===== config.mk =====
export PLATFORM = sky130hd
export DESIGN_NAME = muon_coinc_top
export DESIGN_NICKNAME = d
export VERILOG_FILES = /design/src/hdl/muon_pkg.sv /design/src/hdl/baseline_tracker.sv /design/src/hdl/pulse_analyzer.sv /design/src/hdl/coincidence_builder.sv /design/src/hdl/muon_coinc_top.sv
export SDC_FILE = /design/constraint.sdc
export NUM_CORES = 1
export LEC_CHECK = 0
export BUFFER_PORTS_ARGS = -buffer_cell sky130_fd_sc_hd__buf_2
export CORE_ASPECT_RATIO = 1.5
export CORE_MARGIN = 2
export CORE_UTILIZATION = 35
export DETAILED_ROUTE_END_ITERATION = 8
export GPL_TIMING_DRIVEN = 1
export PLACE_DENSITY = 0.5
export SYNTH_ARGS = -nofsm -noshare
export SYNTH_HDL_FRONTEND = slang
export SYNTH_SLANG_ARGS = --single-unit

===== constraint.sdc =====
create_clock -name clk -period 8.96 [get_ports clk]
set_input_delay 2.688 -clock clk [delete_from_list [all_inputs] [get_ports clk]]
set_output_delay 2.688 -clock clk [all_outputs]
set_load 0.05 [all_outputs]

===== src/hdl/muon_pkg.sv =====
package muon_pkg;

    // ************************************************************
    // Data widths
    // ************************************************************
    localparam int SAMPLE_W = 12;                      // ADC word width
    localparam int DIFF_W   = 13;                      // Padded signed difference
    localparam int AREA_W   = 24;                      // Signed area accumulator
    localparam int TIME_W   = 32;                      // Cycle timestamp
    localparam int DROP_W   = 16;                      // Dropped event counter

    // ************************************************************
    // Timing constants
    // ************************************************************
    localparam int BASE_LOG2    = 4;                   // 16 samples per baseline block
    localparam int SKIP_SAMPLES = 20;                  // Start-up strobes ignored
    localparam int COINC_WINDOW = 64;                  // Window length in clocks

    // Derived counter widths
    localparam int SKIP_W = $clog2(SKIP_SAMPLES + 1);  // Skip countdown
    localparam int BSUM_W = SAMPLE_W + BASE_LOG2;      // Block sum, no overflow
    localparam int WIN_W  = $clog2(COINC_WINDOW + 1);  // Window countdown

    // ************************************************************
    // Types
    // ************************************************************
    typedef logic        [SAMPLE_W-1:0] sample_t;      // Raw unsigned ADC sample
    typedef logic signed [DIFF_W-1:0]   diff_t;        // Sample minus baseline

    // One finished pulse
    typedef struct packed {
        diff_t                    peak;                // Largest difference
        logic signed [AREA_W-1:0] area;                // Sum of differences
    } pulse_t;

    // One coincidence record
    typedef struct packed {
        logic [TIME_W-1:0] timestamp;                  // Cycle of first pulse
        pulse_t            pulse_a;                    // Channel A measurement
        pulse_t            pulse_b;                    // Channel B measurement
    } event_t;

endpackage


===== src/hdl/baseline_tracker.sv =====
`timescale 1ns/1ps

module baseline_tracker import muon_pkg::*; (
    input  logic    clk,             // System clock
    input  logic    arst_n,          // Async reset, active low
    input  logic    sample_valid,    // Sample strobe
    input  sample_t sample,          // Raw ADC word
    input  logic    quiet,           // Sample not over threshold
    output sample_t baseline,        // Block-averaged DC level
    output logic    baseline_valid   // Set after first full block
);

    logic [SKIP_W-1:0]    skip_cnt;  // Start-up strobes left
    logic [BASE_LOG2-1:0] blk_cnt;   // Samples taken in this block
    logic [BSUM_W-1:0]    acc;       // Running block sum
    logic [BSUM_W-1:0]    acc_next;  // Sum including current sample
    logic                 skipping;  // Still in start-up period
    logic                 take;      // Sample goes into the block
    logic                 blk_last;  // Sample closes the block

    assign skipping = (skip_cnt != '0);
    // First block takes everything, later blocks only quiet samples
    assign take     = sample_valid && !skipping && (quiet || !baseline_valid);
    assign blk_last = &blk_cnt;                        // Last slot of 2^BASE_LOG2
    assign acc_next = acc + BSUM_W'(sample);

    // ************************************************************
    // Start-up skip
    // ************************************************************
    always_ff @(posedge clk or negedge arst_n) begin
        if (!arst_n) begin
            skip_cnt <= SKIP_W'(SKIP_SAMPLES);        // Load full skip count
        end else if (sample_valid && skipping) begin
            skip_cnt <= skip_cnt - 1'b1;              // One strobe consumed
        end
    end

    // ************************************************************
    // Block averaging
    // ************************************************************
    always_ff @(posedge clk or negedge arst_n) begin
        if (!arst_n) begin
            blk_cnt        <= '0;
            acc            <= '0;
            baseline_valid <= 1'b0;
        end else if (take) begin
            if (blk_last) begin
                blk_cnt        <= '0;                 // Start next block
                acc            <= '0;
                baseline_valid <= 1'b1;               // Stays set from here on
            end else begin
                blk_cnt <= blk_cnt + 1'b1;
                acc     <= acc_next;
            end
        end
    end

    // Average is the top bits of the block sum
    always_ff @(posedge clk) begin
        if (take && blk_last) begin
            baseline <= acc_next[BSUM_W-1:BASE_LOG2]; // Divide by block size
        end
    end

endmodule


===== src/hdl/pulse_analyzer.sv =====
`timescale 1ns/1ps

module pulse_analyzer import muon_pkg::*; (
    input  logic    clk,            // System clock
    input  logic    arst_n,         // Async reset, active low
    input  logic    sample_valid,   // Sample strobe
    input  sample_t sample,         // Raw ADC word
    input  diff_t   threshold,      // Pulse threshold above baseline
    output logic    pulse_valid,    // One-cycle finished pulse flag
    output pulse_t  pulse           // Peak and area of finished pulse
);

    sample_t                  baseline;        // Current DC level
    logic                     baseline_valid;  // Baseline usable
    diff_t                    diff;            // Sample minus baseline
    logic                     over;            // Over threshold this sample
    logic                     quiet;           // Inverse of over for the tracker
    logic                     in_pulse;        // Inside a pulse
    diff_t                    peak_run;        // Running maximum
    logic signed [AREA_W-1:0] area_run;        // Running area

    // ************************************************************
    // Baseline
    // ************************************************************
    baseline_tracker base0 (
        .clk            (clk),
        .arst_n         (arst_n),
        .sample_valid   (sample_valid),
        .sample         (sample),
        .quiet          (quiet),               // Keep pulses out of the average
        .baseline       (baseline),
        .baseline_valid (baseline_valid)
    );

    // Zero-pad both to 13 bits so the result is signed
    assign diff  = diff_t'({1'b0, sample}) - diff_t'({1'b0, baseline});
    assign over  = baseline_valid && (diff > threshold);  // Signed compare
    assign quiet = !over;

    // ************************************************************
    // Pulse state
    // ************************************************************
    always_ff @(posedge clk or negedge arst_n) begin
        if (!arst_n) begin
            in_pulse    <= 1'b0;
            pulse_valid <= 1'b0;
        end else begin
            pulse_valid <= 1'b0;                       // Default single cycle
            if (sample_valid) begin
                if (over) begin
                    in_pulse <= 1'b1;                  // Start or continue
                end else if (in_pulse) begin
                    in_pulse    <= 1'b0;               // First quiet sample ends it
                    pulse_valid <= 1'b1;
                end
            end
        end
    end

    // ************************************************************
    // Peak and area measurement
    // ************************************************************
    always_ff @(posedge clk) begin
        if (sample_valid) begin
            if (over) begin
                if (!in_pulse) begin
                    peak_run <= diff;                  // First sample of pulse
                    area_run <= AREA_W'(diff);         // Sign extended
                end else begin
                    if (diff > peak_run) begin
                        peak_run <= diff;              // New maximum
                    end
                    area_run <= area_run + AREA_W'(diff);
                end
            end else if (in_pulse) begin
                pulse.peak <= peak_run;                // Latch finished pulse
                pulse.area <= area_run;
            end
        end
    end

endmodule


===== src/hdl/coincidence_builder.sv =====
`timescale 1ns/1ps

module coincidence_builder import muon_pkg::*; (
    input  logic              clk,            // System clock
    input  logic              arst_n,         // Async reset, active low
    input  logic              pulse_valid_a,  // Channel A pulse done
    input  logic              pulse_valid_b,  // Channel B pulse done
    input  pulse_t            pulse_a,        // Channel A measurement
    input  pulse_t            pulse_b,        // Channel B measurement
    input  logic              event_ready,    // Receiver accepts
    output logic              event_valid,    // Event record on offer
    output event_t            event_data,     // Held event record
    output logic [DROP_W-1:0] dropped_count   // Saturating drop count
);

    logic [TIME_W-1:0] ts;         // Free running cycle count
    logic [WIN_W-1:0]  win_cnt;    // Cycles left in window
    logic              win_open;   // A pulse is waiting
    pulse_t            st_pulse;   // Stored first pulse
    logic              st_chan_b;  // Stored pulse came from B
    logic [TIME_W-1:0] st_time;    // Timestamp of stored pulse
    logic              pair_now;   // Both channels this cycle
    logic              pair_win;   // Other channel inside window
    logic              coinc;      // Coincidence forms this cycle
    logic              opening;    // Store pulse and (re)start window
    logic              load;       // Coincidence goes to output
    logic              drop;       // Output busy so discard
    event_t            ev_next;    // Assembled record

    assign win_open = (win_cnt != '0);
    assign pair_now = pulse_valid_a && pulse_valid_b;
    assign pair_win = win_open &&
                      ((pulse_valid_a && st_chan_b) || (pulse_valid_b && !st_chan_b));
    assign coinc    = pair_now || pair_win;
    assign opening  = !coinc && (pulse_valid_a || pulse_valid_b);  // Also same-channel replace
    assign load     = coinc && !event_valid;
    assign drop     = coinc && event_valid;

    // Each channel lands in its own field
    always_comb begin
        ev_next.timestamp = pair_now ? ts : st_time;
        ev_next.pulse_a   = pulse_a;
        ev_next.pulse_b   = pulse_b;
        if (!pair_now) begin
            if (st_chan_b) begin
                ev_next.pulse_b = st_pulse;            // B was first
            end else begin
                ev_next.pulse_a = st_pulse;            // A was first
            end
        end
    end

    // ************************************************************
    // Timestamp and window
    // ************************************************************
    always_ff @(posedge clk or negedge arst_n) begin
        if (!arst_n) begin
            ts        <= '0;
            win_cnt   <= '0;
            st_chan_b <= 1'b0;
        end else begin
            ts <= ts + 1'b1;                           // Wraps freely
            if (coinc) begin
                win_cnt <= '0;                         // Pair consumed
            end else if (opening) begin
                win_cnt   <= WIN_W'(COINC_WINDOW);
                st_chan_b <= pulse_valid_b;
            end else if (win_open) begin
                win_cnt <= win_cnt - 1'b1;             // Expiry discards pulse
            end
        end
    end

    always_ff @(posedge clk) begin
        if (opening) begin
            st_pulse <= pulse_valid_b ? pulse_b : pulse_a;
            st_time  <= ts;                            // Time of this cycle
        end
    end

    // ************************************************************
    // Output hold and drop counter
    // ************************************************************
    always_ff @(posedge clk or negedge arst_n) begin
        if (!arst_n) begin
            event_valid   <= 1'b0;
            dropped_count <= '0;
        end else begin
            if (load) begin
                event_valid <= 1'b1;
            end else if (event_valid && event_ready) begin
                event_valid <= 1'b0;                   // Handshake done
            end
            if (drop && (dropped_count != {DROP_W{1'b1}})) begin
                dropped_count <= dropped_count + 1'b1; // Saturates at max
            end
        end
    end

    // Record stays put while stalled
    always_ff @(posedge clk) begin
        if (load) begin
            event_data <= ev_next;
        end
    end

endmodule


===== src/hdl/muon_coinc_top.sv =====
`timescale 1ns/1ps

module muon_coinc_top import muon_pkg::*; (
    input  logic              clk,            // System clock
    input  logic              arst_n,         // Async reset, active low
    input  logic              sample_valid,   // Shared sample strobe
    input  sample_t           sample_a,       // Channel A ADC word
    input  sample_t           sample_b,       // Channel B ADC word
    input  diff_t             threshold,      // Common pulse threshold
    input  logic              event_ready,    // Receiver accepts
    output logic              event_valid,    // Event on offer
    output event_t            event_data,     // Event record
    output logic [DROP_W-1:0] dropped_count   // Events lost to back-pressure
);

    logic   pulse_valid_a;                    // A pulse done
    logic   pulse_valid_b;                    // B pulse done
    pulse_t pulse_a;                          // A peak and area
    pulse_t pulse_b;                          // B peak and area

    // ************************************************************
    // Channel analyzers
    // ************************************************************
    pulse_analyzer chan_a (
        .clk          (clk),
        .arst_n       (arst_n),
        .sample_valid (sample_valid),
        .sample       (sample_a),
        .threshold    (threshold),
        .pulse_valid  (pulse_valid_a),
        .pulse        (pulse_a)
    );

    pulse_analyzer chan_b (
        .clk          (clk),
        .arst_n       (arst_n),
        .sample_valid (sample_valid),
        .sample       (sample_b),
        .threshold    (threshold),
        .pulse_valid  (pulse_valid_b),
        .pulse        (pulse_b)
    );

    // Pairs the two pulse streams into events
    coincidence_builder coinc0 (
        .clk           (clk),
        .arst_n        (arst_n),
        .pulse_valid_a (pulse_valid_a),
        .pulse_valid_b (pulse_valid_b),
        .pulse_a       (pulse_a),
        .pulse_b       (pulse_b),
        .event_ready   (event_ready),
        .event_valid   (event_valid),
        .event_data    (event_data),
        .dropped_count (dropped_count)
    );

endmodule


## Word level (Yosys, flattened, before mapping)

Index checks and enable logic that the tools add are counted.

- $lt $le $gt $ge: 4
- Multiplexer cells: 28
- Equality and inequality tests: 3
- Reductions and logical operators: 49
- $add $sub $neg: 13
- Bitwise operators: 3

Operator list:

| kind | number |
|---|---|
| 2-to-1 mux 37 bit | 3 |
| 2-to-1 mux 74 bit | 1 |
| > comparator 13 bit | 4 |
| 2-to-1 mux 13 bit | 4 |
| adder 24 x 13 -> 24 bit | 2 |
| 2-to-1 mux 24 bit | 2 |
| adder 16 x 12 -> 16 bit | 2 |
| adder 32 x 1 -> 32 bit (second input constant) | 1 |
| 2-to-1 mux 16 bit | 2 |
| 2-to-1 mux 32 bit | 1 |
| subtractor 12 x 12 -> 13 bit | 2 |
| 2-to-1 mux 7 bit | 3 |
| logical AND 1 bit | 19 |
| adder 16 x 1 -> 16 bit (second input constant) | 1 |
| != test 16 bit (second input constant) | 1 |
| AND reduction 3 bit | 4 |
| 2-to-1 mux 1 bit | 10 |
| AND reduction 5 bit | 2 |
| nonzero test 5 bit | 2 |
| subtractor 5 x 1 -> 5 bit (second input constant) | 2 |
| zero test 1 bit | 9 |
| adder 4 x 1 -> 4 bit (second input constant) | 2 |
| 2-to-1 mux 4 bit | 2 |
| AND reduction 4 bit | 2 |
| other kinds (8) | 17 |

- Output and inout port bits: 123
- Flip-flop bits (word level): 460
- Bits of input ports: 41
- Word-level logic and storage cells: 135

## Logic depth before layout (Yosys ltp)

- Depth after elaboration: 9
- Depth in mapped cells: 20
- Depth with buffers taken out: 19

## Cells and area by module

From an unflattened synthesis, not the netlist that was laid out.

- Cell total of the unflattened synthesis: 1,903
- Area total of the unflattened synthesis: 24,026.8 um^2

By module, submodules not included:

| module | sequential area each (um^2) | area an instance (um^2) | instances | cells an instance |
|---|---|---|---|---|
| coincidence_builder | 6,681.4 | 9,572.9 | 1 | 577 |
| pulse_analyzer at chan_b | 2,272.2 | 5,177.5 | 1 | 486 |
| pulse_analyzer at chan_a | 2,272.2 | 5,044.8 | 1 | 456 |
| baseline_tracker | 1,013.5 | 2,115.8 | 2 | 192 |

## Least setup slack after synthesis

No wires, ideal clock.

- Kind: input port to flip-flop
- Start: input sample_a[0]
- End: register chan_a.pulse[0] in the netlist's numbering (enable)
- Cell stages on the path: 16
- Library setup time: 0.431 ns
- Setup slack: 1.028 ns
- Arrival: 7.501 ns
- Path buffers: 0
- Cell sequence: inv_1 > ha_1 > inv_1 > fa_1 > a21o_1 > a21oi_2 > o21ai_1 > a2111oi_0 > a211oi_1 > a31oi_1 > ha_1 > nand4_1 > a311o_1 > o2111a_1 > a211oi_2 > nor2_1

- Longest elaborated chain between the ends: 5

Ends and longest elaborated chain:

| item | RTL line | source |
|---|---|---|
| from (decl) | muon_coinc_top.sv:7 | `input sample_t sample_a,` |
| subtractor 12 x 12 -> 13 bit | pulse_analyzer.sv:36 | `assign diff = diff_t'({1'b0, sample}) - diff_t'({1'b0, baseline});` |
| named net chan_a.diff[12] | pulse_analyzer.sv:15 | `diff_t diff;` |
| > comparator 13 bit | pulse_analyzer.sv:37 | `assign over = baseline_valid && (diff > threshold);` |
| logical AND 1 bit | pulse_analyzer.sv:37 |  |
| NOT 1 bit (no line) | -- |  |
| AND reduction 3 bit (no line) | -- |  |
| to (decl) | pulse_analyzer.sv:10 | `output pulse_t pulse` |

The timed path passes the listed nets, and every way through them passes these cells.
A chain may end at the register's enable or synchronous reset.

## Final worst setup path

- Start: input sample_a[0]
- End: register chan_a.base0.blk_cnt[1]

- Longest elaborated chain between the ends: 6

Ends and longest elaborated chain:

| item | RTL line | source |
|---|---|---|
| subtractor 12 x 12 -> 13 bit | pulse_analyzer.sv:36 |  |
| named net chan_a.diff[10] | pulse_analyzer.sv:15 |  |
| > comparator 13 bit | pulse_analyzer.sv:37 |  |
| logical AND 1 bit | pulse_analyzer.sv:37 |  |
| zero test 1 bit | pulse_analyzer.sv:38 | `assign quiet = !over;` |
| logical OR 1 bit | baseline_tracker.sv:23 | `assign take = sample_valid && !skipping && (quiet \|\| !baseline_valid);` |
| logical AND 1 bit | baseline_tracker.sv:23 |  |
| to (signal assigned) | baseline_tracker.sv:52 | `blk_cnt <= blk_cnt + 1'b1;` |
| to (decl) | baseline_tracker.sv:14 | `logic [BASE_LOG2-1:0] blk_cnt;` |

The timed path passes the listed nets, and every way through them passes these cells.

==> metrics.csv <==
metric,value,unit
top_layer,met4,
cp_max_fo,27,
synthDistinctLibCells,71,
drtAntennaViolNets,0,
fin_tns_setup,0,ns
post_drt_via_cell_ratio,5.012,
ios,164,
cp.depth,19,
end_kind,register,
n_antenna_cell,0,
fin_ws,1.754,ns
worstMarginPinSlew,1.123,ns
power_density,235.3,nW/um2
cts_setup_buffers,0,
grt_pass1_wl,85700,um
hold_path_depth,0,
ctsHoldBuffers,0,
clkLatencyLatePin,0.62,ns
yosys_most_used_dff,edfxtp_1,
post-route-util,0.4110,
synth_area_leaders,"edfxtp_1 (45%), dfrtp_1 (12%), ha_1 (8.4%)",
synth_top_area_cell,edfxtp_1,
drt_wl_total,55840,um
antenna_found_initial,0,
p_leak,11.00,nW
r2r_slack,3.66,ns
met2WireLength,29760,um
coreArea,65470,um2
synth_area_per_cell,12.86,um2
maxSlewHeadroom,0.2512,
drt-met1-wl,22220,um
syn_nets,2001,
place.detailed.hpwl,40290,um
hold_viol,0,
fp.dieW,213.9,um
synth_commonest_cells,"edfxtp_1 (347), mux2_2 (161), ha_1 (155), inv_1 (123), dfrtp_1 (109)",
clock-sinks,460,
vias,14649,
synth_area,23130,um2
setup_viol,0,
max_freq,138.8,MHz
min_path_type,register to register,
numCtsBuffers,51,
portBuffers,163,
grt-ovfl-total,0,
die_area,68190,um2
worst_ep_arrival_time,7.69,ns
grt_setup_unrepaired,false,
die_h,318.8,um
skew,0.02760,ns
grt_start_max_net_pins,71,
grt_usage,0.1652,
finalNetCount,2205,
ys_seq_elements,460,
synth-seq-area-share,0.5730,
gp_congestion,0.8401,
cts_max_level,2,
met3_length,2082,um
synthCells,1799,
cts-resized-gates,0,
critPathMaxStageDelay,0.56,ns
drt_iter0_drc,686,
cts_tree,done,
required,9.45,ns
fin_crit_sh,0.8042,
place_ws,1.088,ns
cts.clk_slew.worst_paths,0.06,ns
yosysMostFrequentCell,edfxtp_1,
ys_async_sr_fraction,0.2457,
crit_path_top_delay_cell,xnor2_1,
remaining_drc_errors,0,
path_cells,buf_2 -> inv_1 -> ha_1 -> inv_1 -> fa_1 -> a21o_1 -> a21oi_2 -> o21ai_1 -> a2111oi_0 -> a211oi_1 -> xnor2_1 -> ha_1 -> nand4_1 -> a311o_1 -> o2111a_1 -> a211oi_2 -> nand3b_1 -> buf_4 -> mux2_2,
yosysWarnings,0,
fin_cells,2923,
ir_drop,169.7,uV
reg2reg_depth,17,
cts-root-buf,clkbuf_16,
max-clock-path-buffers,3,
area_delta_synth_final,16.35,%
grt_pass1_vias,15142,
synth-edff-count,347,
period_minus_slack,7.206,ns
dp.cells,2827,
synthDominantCellAreaShare,0.4506,
cp_num_buf_inv,4,
start_util,0.3533,
cpLargestDelayFamily,compound AO/OA/AOI/OAI gates,
outcome,"complete, no violations",
finalPower,6.331,mW
drv_cap,0,
core.rowCount,115,
drive_above_1_share,0.2263,
wl_per_cell,19.10,um
drv_slew,0,
worstSetupPathType,input port to register,
critPathLaunchType,input port,
firstDrtPassIters,6,
==> final cells by class <==
cell class / instances / area [um2]
multi-input cells: 1179 / 9300
repair buffers: 188 / 1006
inverters: 123 / 461.7
well taps: 877 / 1097
clock inverters: 23 / 299.0
flip-flops and latches: 460 / 13250
clock buffers: 73 / 1491
fillers: 6195 / 38560
==> report_power, final <==
group          switching [mW]  total, mW  leakage (nW)  internal (mW)
Sequential              0.135       2.71          4.59           2.58
Combinational           0.802       1.40          5.54          0.595
Clock                   0.887       2.22         0.869           1.34
Total                    1.82       6.33          11.0           4.51
==> metrics by stage <==
stage	hold WS, ns	area [um2]
finish	0.4512	26910
global route	0.4677	26910
CTS	0.4520	26910
detailed placement	0.4331	25120
global placement	0.4368	25120
floorplan	0.4257	23130
==> placed cells by master, fill, tap and decap left out, drive strengths merged, types with 73 or more instances in the layout <==
| cell type | n |
|---|---|
| a21oi | 75 |
| buf | 188 |
| clkbuf | 73 |
| dfrtp | 109 |
| edfxtp | 347 |
| ha | 155 |
| inv | 125 |
| mux2 | 161 |
| nand2 | 101 |
| nor2 | 84 |
| xnor2 | 100 |
==> logic make-up after synthesis <==
family / synth area share
adder cells (fa/ha/maj): 0.08905
multiplexers: 0.07926
AND/OR/NAND/NOR: 0.08191
AO/OA/AOI/OAI: 0.09809
flip-flops: 0.5730
buffers and inverters: 0.02640
XOR/XNOR: 0.05226
==> flip-flops by register name, indices dropped and copies added (netlist names), 24 cells and up <==
name               cells
coinc0.st_pulse       37
coinc0.ts             32
chan_b.area_run       24
coinc0.st_time        32
coinc0.event_data    106
chan_a.area_run       24
chan_a.pulse          37
chan_b.pulse          37
==> worst reg2reg max path: stages, from the launching register on <==
cell and delay, ns:
edfxtp_1 0.34, ha_1 0.16, inv_1 0.05, fa_1 0.40
a21o_1 0.20, a21oi_2 0.19, o21ai_1 0.11, a2111oi_0 0.46
a211oi_1 0.13, xnor2_1 0.56, ha_1 0.24, nand4_1 0.17
a311o_1 0.39, o2111a_1 0.15, a211oi_2 0.40, nand3b_1 0.49
buf_4 0.38, mux2_2 0.37
==> path summary, 6_finish.rpt <==
path	startpoint	end
max	sample_a[0]	chan_a.base0.blk_cnt[1]$_DFFE_PN0P_
min	chan_a.area_run[0]$_DFFE_PP_	chan_a.pulse[0]$_DFFE_PP_
max reg2reg	chan_a.base0.baseline[0]$_DFFE_PP_	chan_a.base0.blk_cnt[1]$_DFFE_PN0P_
min reg2reg	chan_a.area_run[0]$_DFFE_PP_	chan_a.pulse[0]$_DFFE_PP_
max in group asynchronous	arst_n	chan_b.pulse_valid$_DFF_PN0_
min in group asynchronous	arst_n	coinc0.ts[15]$_DFF_PN0_
==> metal layers <==
layer / track usage / up-vias
met3: 0.02718 / 92
li1: - / 7100
met4: 0.05525 / 0
met2: 0.3089 / 266
met5: 0 / -
met1: 0.1872 / 7191
No activity file was read; power rests on OpenSTA's default activity.
